--- src/source/soc_bus_pkg.sv ---
/* bus types, address regions and fixed bus values for the system bus
   and the modules hanging off it */
package soc_bus_pkg;

	// valid/ready bus, a zero write strobe marks a read
	typedef logic [31:0] addr_t;
	typedef logic [31:0] data_t;
	typedef logic [3:0] strb_t;

	// top address nibble, anything not listed is unmapped
	typedef enum logic [3:0] {
		REGION_MISC = 4'h2,
		REGION_RAM = 4'h4
	} region_t;

	// read data returned for an access to an unmapped region
	localparam data_t BUS_ERROR_DATA = 32'hdeadbeef;

	// byte increment between consecutive words
	localparam logic [31:0] WORD_STEP = 32'd4;

endpackage
--- src/source/bus_decoder.sv ---
/* region decoder: slave selects, read data mux and merged ready;
   unmapped accesses complete at once and raise the bus error interrupt */
`timescale 1ns/1ns

module bus_decoder
	import soc_bus_pkg::*;
(
	input logic clk48m,
	input logic rst,
	input logic bus_valid,
	input addr_t bus_addr,
	output data_t bus_rdata,
	output logic bus_ready,
	output logic ram_sel,
	output logic misc_sel,
	input data_t ram_rdata,
	input data_t misc_rdata,
	input logic ram_ready,
	input logic misc_ready,
	output logic irq_bus_error
);

	region_t region;
	logic bus_error;

	assign region = region_t'(bus_addr[31:28]);

	always_comb begin
		ram_sel = 1'b0;
		misc_sel = 1'b0;
		bus_error = 1'b0;
		case (region)
			REGION_MISC: begin
				misc_sel = bus_valid;
				bus_rdata = misc_rdata;
			end
			REGION_RAM: begin
				ram_sel = bus_valid;
				bus_rdata = ram_rdata;
			end
			default: begin
				// nothing decodes here, answer immediately
				bus_error = bus_valid;
				bus_rdata = BUS_ERROR_DATA;
			end
		endcase
	end

	assign bus_ready = ram_ready || misc_ready || bus_error;

	// one-cycle interrupt pulse, one cycle behind the errored access
	always_ff @(posedge clk48m) begin
		if (rst) begin
			irq_bus_error <= 1'b0;
		end else begin
			irq_bus_error <= bus_error;
		end
	end

endmodule

--- config.mk ---
export PLATFORM = sky130hd
export DESIGN_NAME = bus_decoder
export DESIGN_NICKNAME = d
export VERILOG_FILES = /design/src/source/soc_bus_pkg.sv /design/src/source/bus_decoder.sv
export SDC_FILE = /design/constraint.sdc
export NUM_CORES = 1
export LEC_CHECK = 0
export BUFFER_PORTS_ARGS = -buffer_cell sky130_fd_sc_hd__buf_2
export CORE_MARGIN = 4
export CORE_UTILIZATION = 21
export CTS_CLUSTER_DIAMETER = 50
export CTS_CLUSTER_SIZE = 30
export DETAILED_ROUTE_END_ITERATION = 8
export GPL_TIMING_DRIVEN = 0
export PLACE_DENSITY_LB_ADDON = 0.15
export SYNTH_ARGS = -nofsm -noshare
export SYNTH_HDL_FRONTEND = slang
export SYNTH_SLANG_ARGS = --single-unit
--- constraint.sdc ---
create_clock -name clk48m -period 1.2 [get_ports clk48m]
set_input_delay 0.18 -clock clk48m [delete_from_list [all_inputs] [get_ports clk48m]]
set_output_delay 0.18 -clock clk48m [all_outputs]
set_load 0.01 [all_outputs]
; After elaboration in Yosys (flattened, before gate mapping)
; Cells that the tools add are included.
[op_classes]
eq_ne = 2
n_mux = 4
reduce_logical = 3
[ops]
columns = cell, n
row1 = $pmux W32 S2, 1
row2 = $eq A4 B2 Y1 const B, 1
row3 = $eq A4 B3 Y1 const B, 1
row4 = $mux W1, 3
row5 = $logic_or A1 B1 Y1, 2
row6 = $reduce_or A2 Y1, 1
[totals]
ff_bits = 1
input_bits = 101
output_inout_bits = 36
wordCells = 10

; Logic depth before layout (Yosys ltp)
[depth]
ltp_word = 4
mapped_depth = 5
mapped_depth_nobuf = 3

; Worst setup path before layout
; OpenSTA, ideal clock, no wires.
[synth_path]
path_kind = input to output
start = in bus_addr[28]
end = out bus_rdata[25]
t_arrival_ns = 0.963
required_ns = 1.020
setup_slack_ns = 0.057
cell_stages = 4
path_buffers = 1
path_cell_list = nor4b_4 > buf_6 > a22oi_1 > nand2_1
[synth_between]
elab_chain_len = 2
word_cells_on_any_way = 3
cone_classes = 2 x eq/ne / 1 x mux
[synth_lines]
columns = element, line
row1 = from (decl), bus_decoder.sv:11  ; input addr_t bus_addr,
row2 = $eq A4 B3 Y1 or $eq A4 B2 Y1 (tied branches), bus_decoder.sv:32  ; case (region)
row3 = $pmux W32 S2 (*), bus_decoder.sv:32
row4 = to (decl), bus_decoder.sv:12  ; output data_t bus_rdata,
; Every way passes the cells marked *; elsewhere a longest branch is shown, timed or not.

; Final worst setup path
[layout_path]
start = in bus_addr[30]
end = out bus_rdata[5]
; The elaborated chain is that of the path after synthesis.

==> out/qor.txt <==
top cell type's share of synthesized area: 34.0%
Final Hold Fails: 0
IO Pins: 137
Die Footprint: 3390 sq um
first-pass GRT wire length: 4440 um
final setup margin: -125 ps
max reg flops: 1
number of remaining DRC errors: 0
Slew @ Worst Pin: 243 ps
fmax: 755 MHz
setup_tns: -3080 ps
Post-DP Area: 1110 sq um
WP data arrival: 1140 ps
Synth area leaders: a22oi_1 34%, nand2_1 17%, a22o_1 13%, buf_6 6.4%, nor4b_4 4.5%
Top reg by flops: irq_bus_error
chip width: 58.3 um
pin count of the biggest net entering global routing: 11
top post-synthesis cells by count: 24 x a22oi_1, 24 x nand2_1, 8 x a22o_1
design area: 1300 sq um
Hold WC Path Type: input pin to flip-flop
Avg WL per Cell: 13.4 um
status: complete, but fails checks
failing checks: setup timing
LEAKAGE: 0.000650 uW
vias in the first global route: 1052
WHS Path Cells: 2
Worst Hold End: irq_bus_error$_SDFF_PP0_
Initial Util: 23.1%
Worst EP required: 1020 ps
cell taking the most area after synthesis: a22oi_1
pre-CTS setup slack: -365 ps
nets: 295
fin. max-slew vios: 0
Post-synth EDFFs: 0
Layout area overhead: 146%
Routability Congestion: 0.721
synthesized flop and latch total: 1
initial antenna violation count: 0
DP HPWL: 2340 um
Cells after Synth: 76
Mapped Avg Cell Area: 6.98 sq um
max_slew headroom: 83.7%
pwr dens: 323 nW/um^2
row cnt: 17
Post-DRT Antenna Nets: 0
Hold Path Origin: rst
# diodes: 0
Clock transition at path regs: 0 ps
crit-path max FO: 7
hold_ws: 346 ps
Synth async-reset ratio: 0%
Netlist cell types: 17
fin crit period: 1320 ps
I/O Buffers: 108
Net Count, Synth: 177
core area: 2300 sq um
startpoint types: input pin
Pre-antenna DRT Iters: 4
share of cells above drive strength 1: 75.0%
VDD IR max: 0.000222 V
gr ovfl total: 0
Syn Std Cell Area: 531 sq um
RSZ-0062 raised after global routing: true
top_reg_cell synth: dfxtp_1
Seq/Total Area, Yosys: 3.77%
Setup CP Type: input pin to output port
initial drt markers: 59
Total GRT Usage: 15.8%
Via Count: 1038
Final setup viols: 34
Max Cap Violations: 0
part of the cycle the worst path needs: 110%
FF/Latch Area: 20.0 sq um
Setup crit end kind: output port
multi-input logic area: 526 sq um
Yosys Warn Count: 0
largest registers: irq_bus_error: 1 flops
hold buffer count at cts: 0
crit path from: bus_addr[30]
Via density: 4.72
die height: 58.3 um
Filler cells: 230
final wirelength: 2950 um
==> critical path, stage by stage <==
cell and delay, ps:
buf_8 100, nor4b_4 270, buf_6 170, buf_4 150
a22oi_1 90, nand2_1 70, buf_2 120
==> cell type report <==
class                           count  share of cell area [%]
Inverter                            1                   0.288
Multi-Input combinational cell     66                    40.3
Timing Repair Buffer              117                    50.0
Tap cell                           28                    2.69
Buffer                              7                    5.19
Sequential cell                     1                    1.54
==> what timing repair did <==
action / 4_1_cts / 5_1_grt
setup endpoints to repair: 34 / 35
pin swaps: 27 / 12
gates cloned: 3 / 0
buffers inserted: 6 / 0
gates resized for setup: 28 / 9
==> where the power goes <==
part | switching (uW) | internal, uW | total (uW)
Sequential | 0.472 | 36.0 | 36.4
Combinational | 174 | 210 | 384
Clock | 0 | 0 | 0
==> kinds of logic after synthesis <==
family	Yosys count	synth area share, %
AO/OA/AOI/OAI	33	48.1
AND/OR/NAND/NOR	32	33.3
buffers and inverters	9	13.2
flip-flops	1	3.77
XOR/XNOR	1	1.65
==> through the flow <==
stage	total power [uW]	std cells	util, %
2_1_floorplan	174	76	-
3_3_place_gp	359	212	48.1
3_5_place_dp	366	212	48.1
4_1_cts	417	221	55.4
5_1_grt	460	220	56.7
6_report	421	220	56.7
==> layout by cell type (no fill, tap or decap), drive strengths merged <==
| cell | synthesis | routed |
|---|---|---|
| nor2b | 1 | 1 |
| dfxtp | 1 | 1 |
| nor4b | 1 | 1 |
| nor2 | 1 | 1 |
| buf | 8 | 124 |
| nand2 | 24 | 24 |
| nor3 | 2 | 2 |
| nor3b | 1 | 1 |
| a22o | 8 | 8 |
| inv | 1 | 1 |
| o21ai | 1 | 1 |
| and2 | 2 | 2 |
| xnor2 | 1 | 1 |
| a22oi | 24 | 24 |
==> per-layer routing <==
layer  track usage, %  vias to the layer above  wire [um]
li1                 -                      523          -
met1             17.7                      451        981
met2             31.7                       64       1650
met3             3.12                        0        316
met4                0                        0          0
met5                0                        -          0
==> worst max path at each step <==
stage / end / slack [ps] / cells after the start
2_1_floorplan: bus_rdata[25] / 60 / 4
3_3_place_gp: bus_rdata[14] / -340 / 5
3_5_place_dp: bus_rdata[14] / -360 / 5
4_1_cts: bus_rdata[14] / -120 / 7
5_1_grt: bus_rdata[5] / -190 / 7
6_report: bus_rdata[5] / -120 / 7
Note: power is estimated with default switching activity, not from simulation.
