## src/source/soc_bus_pkg.sv

```systemverilog
/* bus types, address regions and fixed bus values for the system bus
   and the modules hanging off it */
package soc_bus_pkg;

	// valid/ready bus, a zero write strobe marks a read
	typedef logic [31:0] addr_t;
	typedef logic [31:0] data_t;
	typedef logic [3:0] strb_t;

	// top address nibble, anything not listed is unmapped
	typedef enum logic [3:0] {
		REGION_MISC = 4'h2,
		REGION_RAM = 4'h4
	} region_t;

	// read data returned for an access to an unmapped region
	localparam data_t BUS_ERROR_DATA = 32'hdeadbeef;

	// byte increment between consecutive words
	localparam logic [31:0] WORD_STEP = 32'd4;

endpackage
```

## src/source/bus_arbiter.sv

```systemverilog
/* two-master arbiter for the system bus; host is master 0, debug loader
   is master 1, the grant is registered and held until ready */
`timescale 1ns/1ns

module bus_arbiter
	import soc_bus_pkg::*;
(
	input logic clk48m,
	input logic rst,
	input logic h_valid,
	input addr_t h_addr,
	input data_t h_wdata,
	input strb_t h_wstrb,
	output data_t h_rdata,
	output logic h_ready,
	input logic d_valid,
	input addr_t d_addr,
	input data_t d_wdata,
	input strb_t d_wstrb,
	output logic d_ready,
	output logic bus_valid,
	output addr_t bus_addr,
	output data_t bus_wdata,
	output strb_t bus_wstrb,
	input data_t bus_rdata,
	input logic bus_ready
);

	logic busy;
	logic grant;
	logic last_winner;
	logic contention;
	logic winner;

	assign contention = h_valid && d_valid;

	// under contention the loser of the last contest goes first
	assign winner = contention ? ~last_winner : d_valid;

	always_ff @(posedge clk48m) begin
		if (rst) begin
			busy <= 1'b0;
			grant <= 1'b0;
			last_winner <= 1'b1;
		end else if (busy) begin
			if (bus_ready) begin
				busy <= 1'b0;
			end
		end else if (h_valid || d_valid) begin
			busy <= 1'b1;
			grant <= winner;
			if (contention) begin
				last_winner <= winner;
			end
		end
	end

	assign bus_valid = busy && (grant ? d_valid : h_valid);
	assign bus_addr = grant ? d_addr : h_addr;
	assign bus_wdata = grant ? d_wdata : h_wdata;
	assign bus_wstrb = grant ? d_wstrb : h_wstrb;

	// response goes back to the owner only
	assign h_ready = busy && !grant && bus_ready;
	assign d_ready = busy && grant && bus_ready;
	assign h_rdata = grant ? '0 : bus_rdata;

endmodule

```

## config.mk

```make
export PLATFORM = sky130hd
export DESIGN_NAME = bus_arbiter
export DESIGN_NICKNAME = d
export VERILOG_FILES = /design/src/source/soc_bus_pkg.sv /design/src/source/bus_arbiter.sv
export SDC_FILE = /design/constraint.sdc
export NUM_CORES = 1
export LEC_CHECK = 0
export BUFFER_PORTS_ARGS = -buffer_cell sky130_fd_sc_hd__buf_4
export CORE_AREA = 2 2 107 109
export DETAILED_ROUTE_END_ITERATION = 7
export DIE_AREA = 0 0 109 111
export GPL_ROUTABILITY_DRIVEN = 0
export SLEW_MARGIN = 20
export SYNTH_ARGS = -nofsm -noshare
export SYNTH_HDL_FRONTEND = slang
export SYNTH_SLANG_ARGS = --single-unit
```

## constraint.sdc

```tcl
create_clock -name clk48m -period 1.5 [get_ports clk48m]
set_input_delay 0.45 -clock clk48m [delete_from_list [all_inputs] [get_ports clk48m]]
set_output_delay 0.45 -clock clk48m [all_outputs]
set_load 0.01 [all_outputs]
```

======== After elaboration in Yosys (flattened, before gate mapping) ========
Cells that the tools add are included.
storage, ports and cells
  flip-flop bits (word level) ............. 3
  output and inout port bits .............. 103
operators by class
  muxes and demuxes ....................... 9
  bitwise gates (word level) .............. 2
  reductions and logical operators ........ 10
operators by type and width
  kind               number
  $mux 32            3
  $logic_and 1x1->1  6
  $mux 1             5
  $mux 4             1
  $reduce_and 3->1   1
  $not 1->1          2
  $reduce_and 2->1   1
  $logic_not 1->1    1
  $logic_or 1x1->1   1

======== Logic depth before layout (Yosys ltp) ========
  depth in word-level cells ............... 3
  depth in mapped cells ................... 5

======== Worst setup path before layout ========
OpenSTA, ideal clock, no wires.
  path type ............................... register to output
  start ................................... register grant
  end ..................................... output bus_wdata[10]
  arrival ................................. 1,010 ps
  slack ................................... 40 ps
  stages on the path, launching flop included .. 5
  cells stage by stage .................... dfxtp_1 > buf_6 > buf_6 > buf_6 > mux2_4
on the way
  longest elaborated chain between the ends .. 1
ends and longest elaborated chain
  element                 RTL line           RTL
  start, declared         bus_arbiter.sv:30  logic grant;
  start signal, assigned  bus_arbiter.sv:51  grant <= winner;
  $mux 32                 bus_arbiter.sv:60  assign bus_wdata = grant ? d_wdata : h_wdata;
  end, declared           bus_arbiter.sv:23  output data_t bus_wdata,
No other way between the ends.

======== Worst setup path after layout ========
  start ................................... register grant
  end ..................................... output bus_addr[20]
on the way
  longest elaborated chain between the ends .. 1
ends and longest elaborated chain
  element        RTL line           RTL
  $mux 32        bus_arbiter.sv:59  assign bus_addr = grant ? d_addr : h_addr;
  end, declared  bus_arbiter.sv:22  output addr_t bus_addr,
No other way between the ends.

==> impl_metrics.tcl <==
set metrics [dict create \
    status "finished with violations" \
    violations "negative setup slack" \
    p_sw_mw 0.612 \
    fin_area_um2 4450 \
    coreArea_um2 11100 \
    cts_root_buf "clkbuf_16" \
    r2r-start "grant" \
    cp-start-kind "flop" \
    clk_path_buf_depth 2 \
    die_w_um 109 \
    dieArea_um2 12100 \
    via_per_inst 3.87 \
    wl_mm 9.07 \
    p_total_mw 2.12 \
    grt_setup_unrepaired "yes" \
    hold_path_class "in -> reg" \
    yosys_most_used_dff "dfxtp_1" \
    antennaDiodeCount 0 \
    relSlewSlack_pct 84.7 \
    grt.total_usage_pct 10.6 \
    worstHoldStart "rst" \
    syn_area_um2 1300 \
    cts_tree "done" \
    cts_hold_buf 0 \
    grt_pass1_vias 2030 \
    ys_types 18 \
    intPower_mw 1.51 \
    antenna_found_initial 0 \
    drt-wirelength-per-cell_um 16.1 \
    synthArstFlopShare_pct 0 \
    min_period_ps 1810 \
    power.density_nw_per_um2 477 \
    syn2layout_area_growth_pct 242 \
    setup.worst_path.start "grant" \
    power.switching_fraction_pct 28.8 \
    ir_worst_vdd_mv 0.410 \
    critical_path_peak_fanout 6 \
    synth_seq_area_share_pct 4.61 \
    post-place-cells 540 \
    synth_nets 303 \
    fin_nets 594 \
    synth_top_area_share_pct 37.2 \
    crit_required_ps 1050 \
    fin_ws_ps -312 \
    syn_inst 130 \
    arrival_ps 1360 \
    start_util_pct 11.8 \
    ios 276 \
    seqPwrFrac_pct 4.6 \
    grt_max_degree 41 \
    clock_latency_ps 220 \
    port_buffers 275 \
    setup_viol_count_final 103 \
    synthTopCellsByCount "mux2_2, nor2b_1, mux2_4" \
    grt_pass1_wl_mm 10.2 \
    comb_power_share_pct 75.6 \
    synth_warnings 0 \
    hpwlAfterDp_mm 6.58 \
    final-max-slew-violation-count 0 \
    clk_transition_reported_paths_ps 30 \
    tightest_slew_ps 229 \
    drive_gt1_share_pct 92.9 \
    avgSynthCellArea_um2 10.0 \
    cts_sinks 3 \
    first_pass_iters 4 \
    synth.most_common_cell "mux2_2" \
    clockPowerShare_pct 19.8 \
    vias 2177 \
    fmax_mhz 552 \
    yosys-top-cells-area "mux2_2, mux2_4, nor2b_1, dfxtp_1, buf_6" \
    drc_errors 0 \
    yosys.area.top_type "mux2_2" \
    die_h_um 111 \
    ys_seq_elements 3 \
    numCtsBuffers 3 \
    final_antenna_net_count 0 \
    finClkSkew_ps 0.410 \
    first_iter_violations 64 \
    gr-total-overflow 0 \
    critPathKind "reg -> out" \
    drv_cap 0 \
    power_leakage_nw 2.31 \
    period_share_pct 121 \
    worstSetupEndpointType "primary output" \
    final_cell_count_no_fill 563 \
    place_area_um2 3510 \
    synth_edf_count 0 \
    hold_viol_final 0 \
    rows 39 \
    cts.htree.levels 1 \
]
-- power groups by stage --
stage	Combinational, mW	Clock [mW]	Sequential [mW]
floorplan	0.497	0	0.0921
global placement	1.21	0	0.0962
detailed placement	1.22	0	0.0970
CTS	1.28	0.424	0.0970
global route	1.69	0.436	0.0987
finish	1.61	0.420	0.0974
-- registers in the layout, summed over array words and instances (netlist names) --
register / cells
busy: 1
grant: 1
last_winner: 1
-- cell families after synthesis --
kind of cell,after synthesis,share of synthesized area [%]
muxes,69,66.8
and+or+nand+nor,41,19.1
buffers and inverters,13,7.49
AOI/OAI and AO/OA,3,1.34
DFF,3,4.61
xor gates and xnor gates,1,0.673
-- through the flow --
stage	setup slack [ps]	utilization, %	TNS [ps]	hold slack (ps)
floorplan	40.2	-	0	463
global placement	-99.2	31.7	-2390	481
detailed placement	-119	31.7	-3270	512
CTS	-324	33.5	-21710	392
global route	-341	40.2	-29250	399
finish	-312	40.2	-26120	393
-- per-layer routing --
metal	GRT usage (%)	vias to the layer above	wire, um
li1	-	1037	-
met1	11.6	996	3340
met2	21.1	140	4840
met3	2.12	4	865
met4	1.28	0	27
met5	0	-	0
-- critical path, stage by stage (launching register included) --
cell and delay (ps):
dfxtp_4 390, buf_12 160, clkbuf_16 160, mux2_4 310, buf_6 120
-- final cells by class --
cell class	instances	area, um2
fillers	1088	6630
repair buffers	298	2740
well taps	143	179
clock buffers	4	78.8
flip-flops and latches	3	63.8
multi-input cells	114	1380
inverters	1	3.75
-- worst paths after layout --
path,endpoint,depth (start not counted),slack [ps]
max reg2reg,grant,4,530
min reg2reg,last_winner,2,520
max,bus_addr[20],4,-310
min,grant,2,390
-- cells in the final DEF (no fill, tap or decap), types with 2 or more instances in the layout --
cell type,n
mux2_2,7
nor2b_1,15
mux2_4,61
buf_12,6
nor2b_2,9
nand2_1,2
dfxtp_1,2
nand3b_1,2
clkbuf_16,10
nor2b_4,9
buf_6,73
buf_8,2
buf_4,209
-- repair_timing --
item | CTS | global route
pin swaps | 0 | 1
setup endpoints to repair | 94 | 103
buffers inserted | 0 | 8
resized for setup | 30 | 116
cloned | 0 | 11
(Power assumes the default switching activity.)
