--- config.mk ---
export PLATFORM = sky130hd
export DESIGN_NAME = misc_regs
export DESIGN_NICKNAME = d
export VERILOG_FILES = /design/src/source/soc_misc_pkg.sv /design/src/source/soc_bus_pkg.sv /design/src/source/misc_regs.sv
export SDC_FILE = /design/constraint.sdc
export NUM_CORES = 1
export LEC_CHECK = 0
export ABC_AREA = 0
export BUFFER_PORTS_ARGS = -buffer_cell sky130_fd_sc_hd__buf_4
export CORE_UTILIZATION = 44
export CTS_CLUSTER_SIZE = 30
export DETAILED_ROUTE_END_ITERATION = 8
export GPL_TIMING_DRIVEN = 1
export PLACE_DENSITY = 0.92
export SKIP_CTS_REPAIR_TIMING = 1
export SYNTH_ARGS = -nofsm -noshare
export SYNTH_HDL_FRONTEND = slang
export SYNTH_SLANG_ARGS = --single-unit
--- constraint.sdc ---
create_clock -name clk48m -period 2.3 [get_ports clk48m]
set_input_delay 0.23 -clock clk48m [delete_from_list [all_inputs] [get_ports clk48m]]
set_output_delay 0.23 -clock clk48m [all_outputs]
set_load 0.01 [all_outputs]
--- src/source/soc_misc_pkg.sv ---
/* register map and constants of the misc register block
   (led, buttons, version, general I/O, flash select) */
package soc_misc_pkg;

	// register index, taken from address bits 6:2
	typedef enum logic [4:0] {
		MISC_REG_LED = 5'd0,
		MISC_REG_BTN = 5'd1,
		MISC_REG_SOC_VER = 5'd2,
		MISC_REG_FLASH_SEL = 5'd11,
		MISC_REG_GENIO_IN = 5'd14,
		MISC_REG_GENIO_OUT = 5'd15,
		MISC_REG_GENIO_OE = 5'd16,
		MISC_REG_GENIO_W2S = 5'd17,
		MISC_REG_GENIO_W2C = 5'd18
	} misc_reg_t;

	localparam logic [31:0] SOC_VERSION = 32'h0001_0000;

	// upper 24 bits of a flash-select write that request an FPGA reload
	localparam logic [23:0] RELOAD_KEY = 24'hd0f1a5;

	localparam int GENIO_W = 30;

	// start value of the flash-select countdown
	localparam int FSEL_DELAY = 7;

endpackage

--- src/source/soc_bus_pkg.sv ---
/* bus types, address regions and fixed bus values for the system bus
   and the modules hanging off it */
package soc_bus_pkg;

	// valid/ready bus, a zero write strobe marks a read
	typedef logic [31:0] addr_t;
	typedef logic [31:0] data_t;
	typedef logic [3:0] strb_t;

	// top address nibble, anything not listed is unmapped
	typedef enum logic [3:0] {
		REGION_MISC = 4'h2,
		REGION_RAM = 4'h4
	} region_t;

	// read data returned for an access to an unmapped region
	localparam data_t BUS_ERROR_DATA = 32'hdeadbeef;

	// byte increment between consecutive words
	localparam logic [31:0] WORD_STEP = 32'd4;

endpackage
--- src/source/misc_regs.sv ---
/* misc register block: led, buttons, version, general I/O and the
   flash-select register with its clock pulse and keyed FPGA reload */
`timescale 1ns/1ns

module misc_regs
	import soc_bus_pkg::*;
	import soc_misc_pkg::*;
(
	input logic clk48m,
	input logic rst,
	input logic sel,
	input addr_t addr,
	input data_t wdata,
	input strb_t wstrb,
	output data_t rdata,
	output logic ready,
	input logic [7:0] btn,
	output logic [15:0] led,
	input logic [GENIO_W-1:0] genio_in,
	output logic [GENIO_W-1:0] genio_out,
	output logic [GENIO_W-1:0] genio_oe,
	output logic fsel_c,
	output logic fsel_d,
	output logic programn
);

	misc_reg_t reg_idx;
	logic wr_en;
	logic [2:0] fsel_delay;
	logic reload_armed;
	logic fpga_reload;

	assign reg_idx = misc_reg_t'(addr[6:2]);
	assign wr_en = sel && wstrb[0];

	// registers answer in the same cycle
	assign ready = sel;

	always_comb begin
		case (reg_idx)
			MISC_REG_LED: rdata = {16'h0, led};
			// buttons are active low on the board
			MISC_REG_BTN: rdata = {24'h0, ~btn};
			MISC_REG_SOC_VER: rdata = SOC_VERSION;
			MISC_REG_FLASH_SEL: rdata = {31'h0, fsel_d};
			MISC_REG_GENIO_IN: rdata = {{(32-GENIO_W){1'b0}}, genio_in};
			MISC_REG_GENIO_OUT: rdata = {{(32-GENIO_W){1'b0}}, genio_out};
			MISC_REG_GENIO_OE: rdata = {{(32-GENIO_W){1'b0}}, genio_oe};
			default: rdata = '0;
		endcase
	end

	always_ff @(posedge clk48m) begin
		if (rst) begin
			led <= '0;
			genio_out <= '0;
			genio_oe <= '0;
			fsel_d <= 1'b0;
			reload_armed <= 1'b0;
		end else if (wr_en) begin
			case (reg_idx)
				MISC_REG_LED: led <= wdata[15:0];
				MISC_REG_FLASH_SEL: begin
					fsel_d <= wdata[0];
					reload_armed <= (wdata[31:8] == RELOAD_KEY);
				end
				MISC_REG_GENIO_OUT: genio_out <= wdata[GENIO_W-1:0];
				MISC_REG_GENIO_OE: genio_oe <= wdata[GENIO_W-1:0];
				MISC_REG_GENIO_W2S: genio_out <= genio_out | wdata[GENIO_W-1:0];
				MISC_REG_GENIO_W2C: genio_out <= genio_out & ~wdata[GENIO_W-1:0];
				default: ;
			endcase
		end
	end

	// countdown gives fsel_d time to settle before the clock edge
	// and before programn is pulled
	always_ff @(posedge clk48m) begin
		if (rst) begin
			fsel_delay <= '0;
			fpga_reload <= 1'b0;
		end else if (wr_en && reg_idx == MISC_REG_FLASH_SEL) begin
			fsel_delay <= 3'(FSEL_DELAY);
		end else if (fsel_delay != 0) begin
			fsel_delay <= fsel_delay - 1'b1;
			if (fsel_delay == 3'd1 && reload_armed) begin
				fpga_reload <= 1'b1;
			end
		end
	end

	assign fsel_c = (fsel_delay >= 3'd3) && (fsel_delay <= 3'd5);
	assign programn = ~fpga_reload;

endmodule

---- Word level (Yosys, flattened, before mapping) ----
Cells that the tools add are included.
W data, S select, Z words.
storage, ports and cells
  memories ................................ 0
  flip-flop bits (word level) ............. 82
  word-level logic and storage cells ...... 43
  bits in writable memories ............... 0
  ROM bits ................................ 0
  bits in latches ......................... 0
cells by class
  shifts and indexed selects .............. 0
  reductions and logical operators ........ 13
  equal/unequal tests ..................... 10
  multiplexer cells ....................... 4
  add/subtract/negate cells ............... 1
  $lt $le $gt $ge ......................... 2
  div/mod/pow operators ................... 0
  bitwise operators ....................... 6
  multipliers ............................. 0
operators by type and width
  cell                    count
  $pmux W30 S7            1
  $pmux W30 S3            1
  $and A30 B30 Y30        1
  $not A30 Y30            1
  $or A30 B30 Y30         1
  $eq A24 B24 Y1 const B  1
  $eq A5 B4 Y1 const B    3
  $eq A5 B5 Y1 const B    3
  $not A8 Y8              1
  $reduce_and A2 Y1       4
  $mux W3                 2
  $reduce_bool A3 Y1      2
  $eq A5 B1 Y1 const B    1
  $eq A5 B2 Y1 const B    1
  $logic_not A5 Y1        1
  $logic_and A1 B1 Y1     4
  $eq A3 B1 Y1 const B    1
  $ge A3 B2 Y1 const B    1
  $le A3 B3 Y1 const B    1
  $reduce_and A3 Y1       1
  $sub A3 B1 Y3 const B   1
  $not A1 Y1              2
  $reduce_bool A2 Y1      1

---- Logic depth before layout (Yosys ltp) ----
Gate-level depths: netlist of the first run.
  depth after elaboration ................. 4
  depth in mapped cells ................... 7
  gate-level depth less buffers ........... 6

---- Worst setup path before layout of the first run ----
OpenSTA, ideal clock, no wires.
  path kind ............................... input -> output
  from .................................... input port addr[4]
  to ...................................... output port rdata[0]
  setup slack ............................. 0.521 ns
  stages on the path ...................... 6
  required time ........................... 2.070 ns
  data arrival time ....................... 1.549 ns
  path through ............................ buf_2 or3b_1 nor3_1 clkbuf_1 a22oi_1 o2111ai_1
between the ends
  longest elaborated chain between the ends .. 2
  elaborated cells on any way between the ends .. 8
  those cells by class .................... eq/ne (6); mux (1); reduce/logical (1)
ends and longest elaborated chain
  item                                        line             RTL
  start: declaration                          misc_regs.sv:12  input addr_t addr,
  $eq A5 B5 Y1, or another cell as far along  misc_regs.sv:40  case (reg_idx)
  $pmux W30 S7 (*)                            misc_regs.sv:40
  end: declaration                            misc_regs.sv:15  output data_t rdata,
Every way passes the cells marked *; elsewhere a longest branch is shown, timed or not.

---- Worst setup path after layout of the first run ----
  from .................................... input port addr[5]
  to ...................................... output port rdata[6]
Same word-level chain as after synthesis.

==> summary.md, run 1 <==
| Metric | Value |
|---|---|
| Post-synth cell types | 42 |
| Setup_tns | 0 ns |
| Final Cell Area | ~0.0056 sq mm |
| Site row count | 34 |
| Clock latency on the worst-skew pair | ~0.33 ns |
| R2R Setup Slk | between 1 and 1.5 ns |
| Antenna Nets Post-Route | 0 |
| Initial core utilization | 45.1% |
| Largest net degree at the start of global routing | between 40 and 50 |
| Most common cell after layout, fill and taps aside | buf_4 |
| Synth area leaders | dfxtp_1, nand2_1, a221o_1 |
| CP Class | in -> out |
| Clk buf depth | 2 |
| GRT overflow | 0 |
| Sink count of the clock tree | between 80 and 90 |
| Max_cap viols | 0 |
| Tmin final | approximately 2.0 ns |
| Peak supply drop | 0.278 mV |
| Worst Clk Skew | 0.00267 ns |
| Routed vias | ~4300 |
| Synth Flop Type | dfxtp_1 |
| CTS tree | done |
| Synth top area share | around two fifths |
| Fin Hold WS | 0.144 ns |
| First-pass DRT Iterations | 7 |
| Area delta synth->final | 42.6% |
| Diodes inserted | 0 |
| Pre-CTS WS | 0.280 ns |
| Mapped Area | about 0.0039 sq mm |
| Num ports | between 200 and 250 |
| Cells after Synth | about 450 |
| Worst-Margin Slew | about 0.6 ns |
| Die H | roughly 96 um |
| Num CTS Buffers | 9 |
| Min-delay worst type | in -> reg |
| Fin worst setup slack | 0.292 ns |
| Crit Path Max Fanout | 23 |
| CP required | approximately 2.1 ns |
| Crit path launch type | primary input |
| Buffers on Ports | around 190 |
| Worst r2r dst | fsel_delay[1] |
| Synth Register Bits | roughly 80 |
| Root buf cell | clkbuf_8 |
| Worst reg2reg path depth | 6 |
| Vias in the first global route | ~4000 |
| Global placer's final weighted congestion | 0.800 |
| Crit path from | addr[5] |
| Crit share post-route | between 80% and 90% |
| Die area | a little over 0.009 sq mm |
| Layout cells sized above 1 | approximately a third |
| First-pass GRT wire length | about 20000 um |
| Wire per inst | ~18 um |
| Synthesized area per cell | 8.65 sq um |
| Final setup viols | 0 |
| Initial antenna violation count | 0 |
| Lkg Pwr | approximately 2.6 nW |
| CORE AREA | 0.00868 sq mm |
| Placed instance area | around 0.0054 sq mm |
| Commonest cells after routing, fill and taps aside | buf_4, nand2_1, dfxtp_1 |
| R2r startpoint | fsel_delay[0] |
| Final Hold Vio Count | 0 |
| Core Util, Final | 64.4% |
| Number of cells after detailed placement | 727 |
| Detailed Place HPWL | about 9500 um |
| Ys async rst share | 0% |
| Routed WL | 13400 um |
| Peak Freq | between 0.4 and 0.5 GHz |
| Number of vias per cell | between 5 and 6 |
| Chip width | between 90 and 100 um |
| RSZ-0062 raised after global routing | false |
| Synth Warn # | 0 |
| Drt drc | 0 |
| EDFF count, synth | 0 |
| Design Power | about 2.8 mW |
| Worst Setup EP | rdata[6] |
| Nets | between 700 and 800 |
| Leading area contributor after synthesis | dfxtp_1 |
| GRT Total Usage | 28.1% |
| Worst setup EP type | output port |
| Critical Path AT | around 1.8 ns |
| Htree depth | 3 |
| DRT iter0 DRCs | between 300 and 400 |
| Pwr dens | 508 mW/mm^2 |
| Run status | completed |
| Slew headroom | roughly three fifths |
| Clk pin slew, worst setup/hold paths | 0.08 ns |
| Fin. max-slew vios | 0 |
| Sequential-to-total area share from yosys stat | a little over two fifths |
| Finished Layout Cells | about 740 |
==> how the worst min path moves through the flow <==
stage	from	endpoint	slack (ns)	cells after the start
3_3_place_gp	fpga_reload	fpga_reload	0.45	2
6_report	wdata[24]	genio_out[24]	0.14	2
2_1_floorplan	wdata[0]	genio_oe[0]	0.37	2
5_1_grt	wdata[24]	genio_out[24]	0.13	2
4_1_cts	wdata[24]	genio_out[24]	0.13	2
3_5_place_dp	fpga_reload	fpga_reload	0.45	2
==> final cells by class <==
cell class	instances	area, sq um
clock inverters	3	17.5
fillers	734	3090
well taps	108	135
repair buffers	205	1550
flip-flops and latches	82	1640
multi-input cells	316	2040
clock buffers	11	141
inverters	16	60.1
==> registers in the layout, indices dropped and copies added (netlist names) <==
signal / count
led: 16
fsel_delay: 3
fpga_reload: 1
reload_armed: 1
genio_out: 30
genio_oe: 30
fsel_d: 1
==> cell usage after synthesis (all sizes together) (2+ instances only) <==
master and count:
nand2 96, dfxtp 82, a21oi 37, nor3b 31, a221o 30, clkbuf 23, nor2 22, a222oi 21
buf 17, mux2i 17, inv 16, a22oi 9, o2111ai 8, ha 4, nand4 4, nand3 3
nor3 3, o21ai 3, and2 2, and3 2, and3b 2, nand2b 2, nor4bb 2, or3 2
xnor2 2
==> kinds of logic (layout without fill, tap and decap cells) <==
logic type	after synthesis	after routing	share of synthesized area, %
DFF	82	82	41.9
other	1	2	0.0958
adders and majority gates	4	4	1.28
buffers and inverters	56	235	6.71
muxes	17	17	4.34
xor gates and xnor gates	2	2	0.447
AOI/OAI and AO/OA	113	113	22.7
and+or+nand+nor	178	178	22.5
==> power breakdown <==
| part | leakage (nW) | internal (mW) | switching [mW] |
|---|---|---|---|
| combinational | 1.84 | 0.226 | 0.238 |
| sequential | 0.661 | 1.45 | 0.0367 |
| clock | 0.0810 | 0.407 | 0.481 |
| total | 2.59 | 2.08 | 0.755 |
==> layer usage <==
metal | part of all wire [%] | global-route usage [%] | up-vias
met5 | 0 | 0 | -
met4 | 2.9 | 12.5 | 0
met3 | 9.0 | 5.85 | 37
met2 | 49 | 48.3 | 249
met1 | 39 | 33.7 | 2038
li1 | - | - | 2016
==> worst max-delay path, cell delays in order <==
cell       delay, ns
buf_4           0.14
or3b_1          0.45
nor3_2          0.16
buf_4           0.34
a22oi_1         0.13
o2111ai_1       0.15
buf_4           0.17
No activity file was read; power rests on OpenSTA's default activity.
==> run 2: changes to the inputs <==
- CORE_ASPECT_RATIO: unset -> 0.75
==> run 2 against run 1 <==
  * Non-clock buffer count up 1
  * Largest power group unchanged
  * Highest routed layer unchanged
  * Largest cell class unchanged
  * Power up 19%
  * Cell area up 2.6%
==> summary.md, run 2 (synthesis results as in run 1) <==
| Metric | Value |
|---|---|
| Initial antenna violation count | 0 |
| Global placer's final weighted congestion | between 0.8 and 0.9 |
| Crit share post-route | approximately nine tenths |
| Clock latency on the worst-skew pair | about 0.32 ns |
| Routed vias | between 4000 and 5000 |
| Flop pwr share | 44.1% |
| Clk pin slew, worst setup/hold paths | 0.06 ns |
| Fin worst setup slack | around 0.22 ns |
| Clk buf depth | 2 |
| Sink count of the clock tree | 82 |
| CP required | between 2 and 2.5 ns |
| Layout cells sized above 1 | between 30% and 40% |
| Worst Clk Skew | 0.00549 ns |
| Root buf cell | clkbuf_16 |
| Chip width | 111 um |
| Detailed Place HPWL | 9980 um |
| Diodes inserted | 0 |
| Crit Path Max Fanout | 9 |
| Slew headroom | ~63% |
| Setup_tns | 0 ns |
| Worst setup EP type | output port |
| Antenna Nets Post-Route | 0 |
| Int Pwr | between 2 and 3 mW |
| Sw Share | around 25% |
| CP Class | in -> out |
| Largest net degree at the start of global routing | 33 |
| Pre-CTS WS | ~0.099 ns |
| Vias in the first global route | about 4200 |
| Area delta synth->final | 46.3% |
| Power share of the combinational group | 14.0% |
| Run status | completed |
| Commonest cells after routing, fill and taps aside | buf_4, nand2_1, dfxtp_1 |
| First-pass DRT Iterations | 6 |
| Critical-path top delay cell | a222oi_1 |
| Number of vias per cell | approximately 6 |
| Peak Freq | around 0.48 GHz |
| Lkg Pwr | approximately 2.6 nW |
| Psw | ~830 uW |
| Routed WL | 13800 um |
| RSZ-0062 raised after global routing | false |
| Final Hold Vio Count | 0 |
| Crit path launch type | primary input |
| Die H | between 80 and 90 um |
| Site row count | 29 |
| Peak supply drop | around 0.37 mV |
| Critical Path AT | 1.85 ns |
| Nets | about 740 |
| Drt drc | 0 |
| Worst-Margin Slew | between 0.5 and 0.6 ns |
| GRT Total Usage | roughly 29% |
| Fin. max-slew vios | 0 |
| Tmin final | between 2 and 2.5 ns |
| Most common cell after layout, fill and taps aside | buf_4 |
| Fillcell total | 680 |
| Num CTS Buffers | 9 |
| DRT iter0 DRCs | just over 400 |
| Wire per inst | 18.6 um |
| Final setup viols | 0 |
| CORE AREA | 0.00853 sq mm |
| Max_cap viols | 0 |
| Min-delay worst type | in -> reg |
| CTS tree | done |
| Largest regs | genio_oe x30, genio_out x30, led x16 |
| Initial core utilization | between 40% and 50% |
| Num ports | about 220 |
| Critical path's largest stage delay | 0.39 ns |
| Cell mode on critical path | buf_4 |
| GRT overflow | 0 |
| R2R Setup Slk | about 1.1 ns |
| Clock share of power | roughly two fifths |
| Die area | 0.00929 sq mm |
| Htree depth | 3 |
| First-pass GRT wire length | around 22000 um |
| Pwr dens | 589 mW/mm^2 |
| Critical Path, Cell by Cell | buf_4 > and3b_1 > and3_1 > buf_4 > a222oi_1 > inv_1 > buf_4 |
| Buffers on Ports | 188 |
## run 2: cell types whose count changed in the layout (fill, tap and decap cells not counted)
cell | previous run | this run
clkbuf_16 | 0 | 9
clkbuf_8 | 10 | 1
clkinv_2 | 2 | 0
clkinvlp_4 | 1 | 3
and3b_1 | 2 | 1
and3b_2 | 0 | 1
buf_4 | 204 | 205
bufinv_16 | 0 | 1
## run 2: cell type report
type                       count  area, sq um  share of cell area [%]
inverter                      16         60.1                    1.05
tap                          108          135                    2.36
multi-input combinational    316         2040                    35.6
clock buffer                  11          243                    4.24
timing repair buffer         206         1560                    27.2
clock inverter                 4         52.6                   0.917
sequential                    82         1640                    28.6
## run 2: path summary, 6_finish.rpt
check	cells past startpoint	endpoint	startpoint
worst min register to register	2	genio_oe[28]	genio_oe[28]
worst max-delay path	7	rdata[28]	addr[3]
worst max register to register	5	fsel_delay[2]	fsel_delay[0]
worst min-delay path	2	genio_out[17]	wdata[17]
## run 2: worst max-delay path, delay by kind of cell
kind / cells / cell delay [ns]
buffers and inverters: 4 / 0.66
and+or+nand+nor: 2 / 0.56
AOI/OAI and AO/OA: 1 / 0.39
## run 2: metrics by stage
step	std cells	hold slack [ns]	util (%)	instance area (sq um)	total power [mW]
after floorplan	454	0.366	-	3920	1.74
after global placement	728	0.454	63.7	5430	1.95
after detailed placement	728	0.462	63.7	5430	1.98
after CTS	743	0.143	67.2	5730	3.39
after global routing	743	0.147	67.2	5730	3.52
final	743	0.153	67.2	5730	3.38
## run 2: metal layers
metal	routed length (um)	track usage, %	up-vias
li1	-	-	2017
met1	5430	35.9	2136
met2	6910	50.1	260
met3	1200	6.17	25
met4	245	10.7	0
met5	0	0	-
## run 2: power by group through the flow
stage | Clock [mW] | Sequential (mW) | Combinational, mW
detailed placement | 0 | 1.52 | 0.459
CTS | 1.43 | 1.49 | 0.467
floorplan | 0 | 1.52 | 0.227
finish | 1.41 | 1.49 | 0.473
global placement | 0 | 1.52 | 0.433
global route | 1.50 | 1.50 | 0.521
==> run 3: changes to the inputs <==
- CORE_UTILIZATION: 44 -> 46
- CTS_BUF_LIST: unset -> sky130_fd_sc_hd__clkbuf_4 sky130_fd_sc_hd__clkbuf_8
- PLACE_DENSITY: 0.92 -> 0.95
==> run 3 against run 2 <==
  * Sequential cell count unchanged
  * Combinational power about the same
  * Clock skew decreased by 0.0014 ns
  * Critical path depth unchanged
  * Clock power decreased by 27%
  * Setup slack improved by 0.19 ns
  * Sequential share of layout area increased by 0.53 points
  * Hold slack got worse by 0.021 ns
  * First-iteration DRC count increased by 2.4%
  * Critical path type unchanged
  * Critical endpoint is now rdata[8]
==> summary.md, run 3 (synthesis results as in run 1) <==
| Metric | Value |
|---|---|
| CP Class | in -> out |
| Initial core utilization | about half |
| DRT iter0 DRCs | approximately 420 |
| Sink count of the clock tree | 82 |
| Power share of the combinational group | 15.8% |
| Fin. max-slew vios | 0 |
| Routed WL | approximately 13000 um |
| Crit path launch type | primary input |
| CP required | around 2.1 ns |
| CTS tree | done |
| Global placer's final weighted congestion | 0.831 |
| Chip width | roughly 110 um |
| Peak Freq | 0.529 GHz |
| Critical path's largest stage delay | between 0.4 and 0.5 ns |
| Lkg Pwr | 2.60 nW |
| Most common cell after layout, fill and taps aside | buf_4 |
| Buffers on Ports | ~190 |
| Sw Share | a little over a quarter |
| Num CTS Buffers | 9 |
| Detailed Place HPWL | approximately 9800 um |
| Largest regs | genio_oe x30, genio_out x30, led x16 |
| Area delta synth->final | 43.7% |
| Clock share of power | 34.5% |
| Setup_tns | 0 ns |
| Number of cells after detailed placement | slightly above 700 |
| Die H | 81.9 um |
| CORE AREA | 0.00806 sq mm |
| Flop pwr share | roughly 50% |
| Run status | completed |
| Critical-path top delay cell | and2_1 |
| Root buf cell | clkbuf_8 |
| Slew headroom | about 47% |
| First-pass DRT Iterations | 7 |
| Worst Clk Skew | between 0.004 and 0.005 ns |
| First-pass GRT wire length | 19600 um |
| Nets | approximately 740 |
| Core Util, Final | 69.8% |
| Int Pwr | ~2.2 mW |
| Finished Layout Cells | 739 |
| Initial antenna violation count | 0 |
| GRT overflow | 0 |
| Critical Path, Cell by Cell | buf_4 > nor3_1 > and2_1 > buf_4 > a222oi_1 > nand2_1 > buf_4 |
| Worst-Margin Slew | slightly below 0.8 ns |
| Drt drc | 0 |
| Vias in the first global route | around 4100 |
| Htree depth | 3 |
| Die area | between 0.008 and 0.009 sq mm |
| Num ports | between 200 and 250 |
| Layout cells sized above 1 | 35.2% |
| Max_cap viols | 0 |
| Critical Path AT | ~1.7 ns |
| Crit Path Max Fanout | 9 |
| Min-delay worst type | in -> reg |
| Diodes inserted | 0 |
| GRT Total Usage | roughly 29% |
| Largest net degree at the start of global routing | 31 |
| Site row count | 28 |
| Number of vias per cell | about 5.9 |
| Cell mode on critical path | buf_4 |
| Worst setup EP type | output port |
| Tmin final | 1.89 ns |
| Wire per inst | approximately 18 um |
| Crit share post-route | between 80% and 90% |
| Final setup viols | 0 |
| RSZ-0062 raised after global routing | false |
| Psw | about 800 uW |
| Antenna Nets Post-Route | 0 |
| Clock latency on the worst-skew pair | between 0.3 and 0.4 ns |
| Clk buf depth | 2 |
| Commonest cells after routing, fill and taps aside | buf_4, nand2_1, dfxtp_1 |
| Pwr dens | approximately 530 mW/mm^2 |
| Routed vias | roughly 4400 |
| Clk pin slew, worst setup/hold paths | 0.08 ns |
| Peak supply drop | between 0.3 and 0.4 mV |
| Fin Hold WS | 0.132 ns |
| Design Power | roughly 3.0 mW |
| Final Hold Vio Count | 0 |
[run 3: layout make-up]
| type | instances | area (sq um) |
|---|---|---|
| fill | 655 | 2430 |
| inverter | 16 | 60.1 |
| multi-input combinational | 316 | 2040 |
| tap | 105 | 131 |
| sequential | 82 | 1640 |
| clock inverter | 6 | 67.6 |
| timing repair buffer | 204 | 1560 |
| clock buffer | 10 | 131 |
[run 3: critical path, delay by kind of cell]
family	cells	cell delay, ns
and+or+nand+nor	3	0.81
buffers and inverters	3	0.50
AOI/OAI and AO/OA	1	0.11
[run 3: per-stage QoR]
| step | cell area (sq um) | setup slack, ns |
|---|---|---|
| after CTS | 5630 | 0.423 |
| after detailed placement | 5430 | 0.194 |
| after global placement | 5430 | 0.285 |
| final | 5630 | 0.411 |
| after floorplan | 3920 | 0.521 |
| after global routing | 5630 | 0.305 |
[run 3: path summary, 6_finish.rpt]
| path | end | from | slack (ns) | depth (start not counted) |
|---|---|---|---|---|
| worst max-delay path | rdata[8] | addr[6] | 0.41 | 7 |
| worst min-delay path | genio_out[7] | wdata[7] | 0.13 | 2 |
| worst max register to register | fsel_delay[1] | fsel_delay[0] | 1.03 | 6 |
| worst min register to register | genio_oe[16] | genio_oe[16] | 0.48 | 2 |
[run 3: power groups by stage]
stage,combinational [mW],clock (mW),sequential [mW]
3_5_place_dp,0.462,0,1.52
3_3_place_gp,0.432,0,1.52
2_1_floorplan,0.227,0,1.52
4_1_cts,0.468,1.05,1.49
6_report,0.474,1.03,1.49
5_1_grt,0.513,1.12,1.49
[run 3: per-layer routing]
layer | vias up | GRT usage (%) | wire length [um] | share of wire [%]
met1 | 2096 | 35.2 | 5480 | 41
met4 | 0 | 13.5 | 307 | 2.3
li1 | 2019 | - | - | -
met3 | 29 | 5.79 | 1100 | 8.2
met5 | - | 0 | 0 | 0
met2 | 246 | 49.9 | 6510 | 49
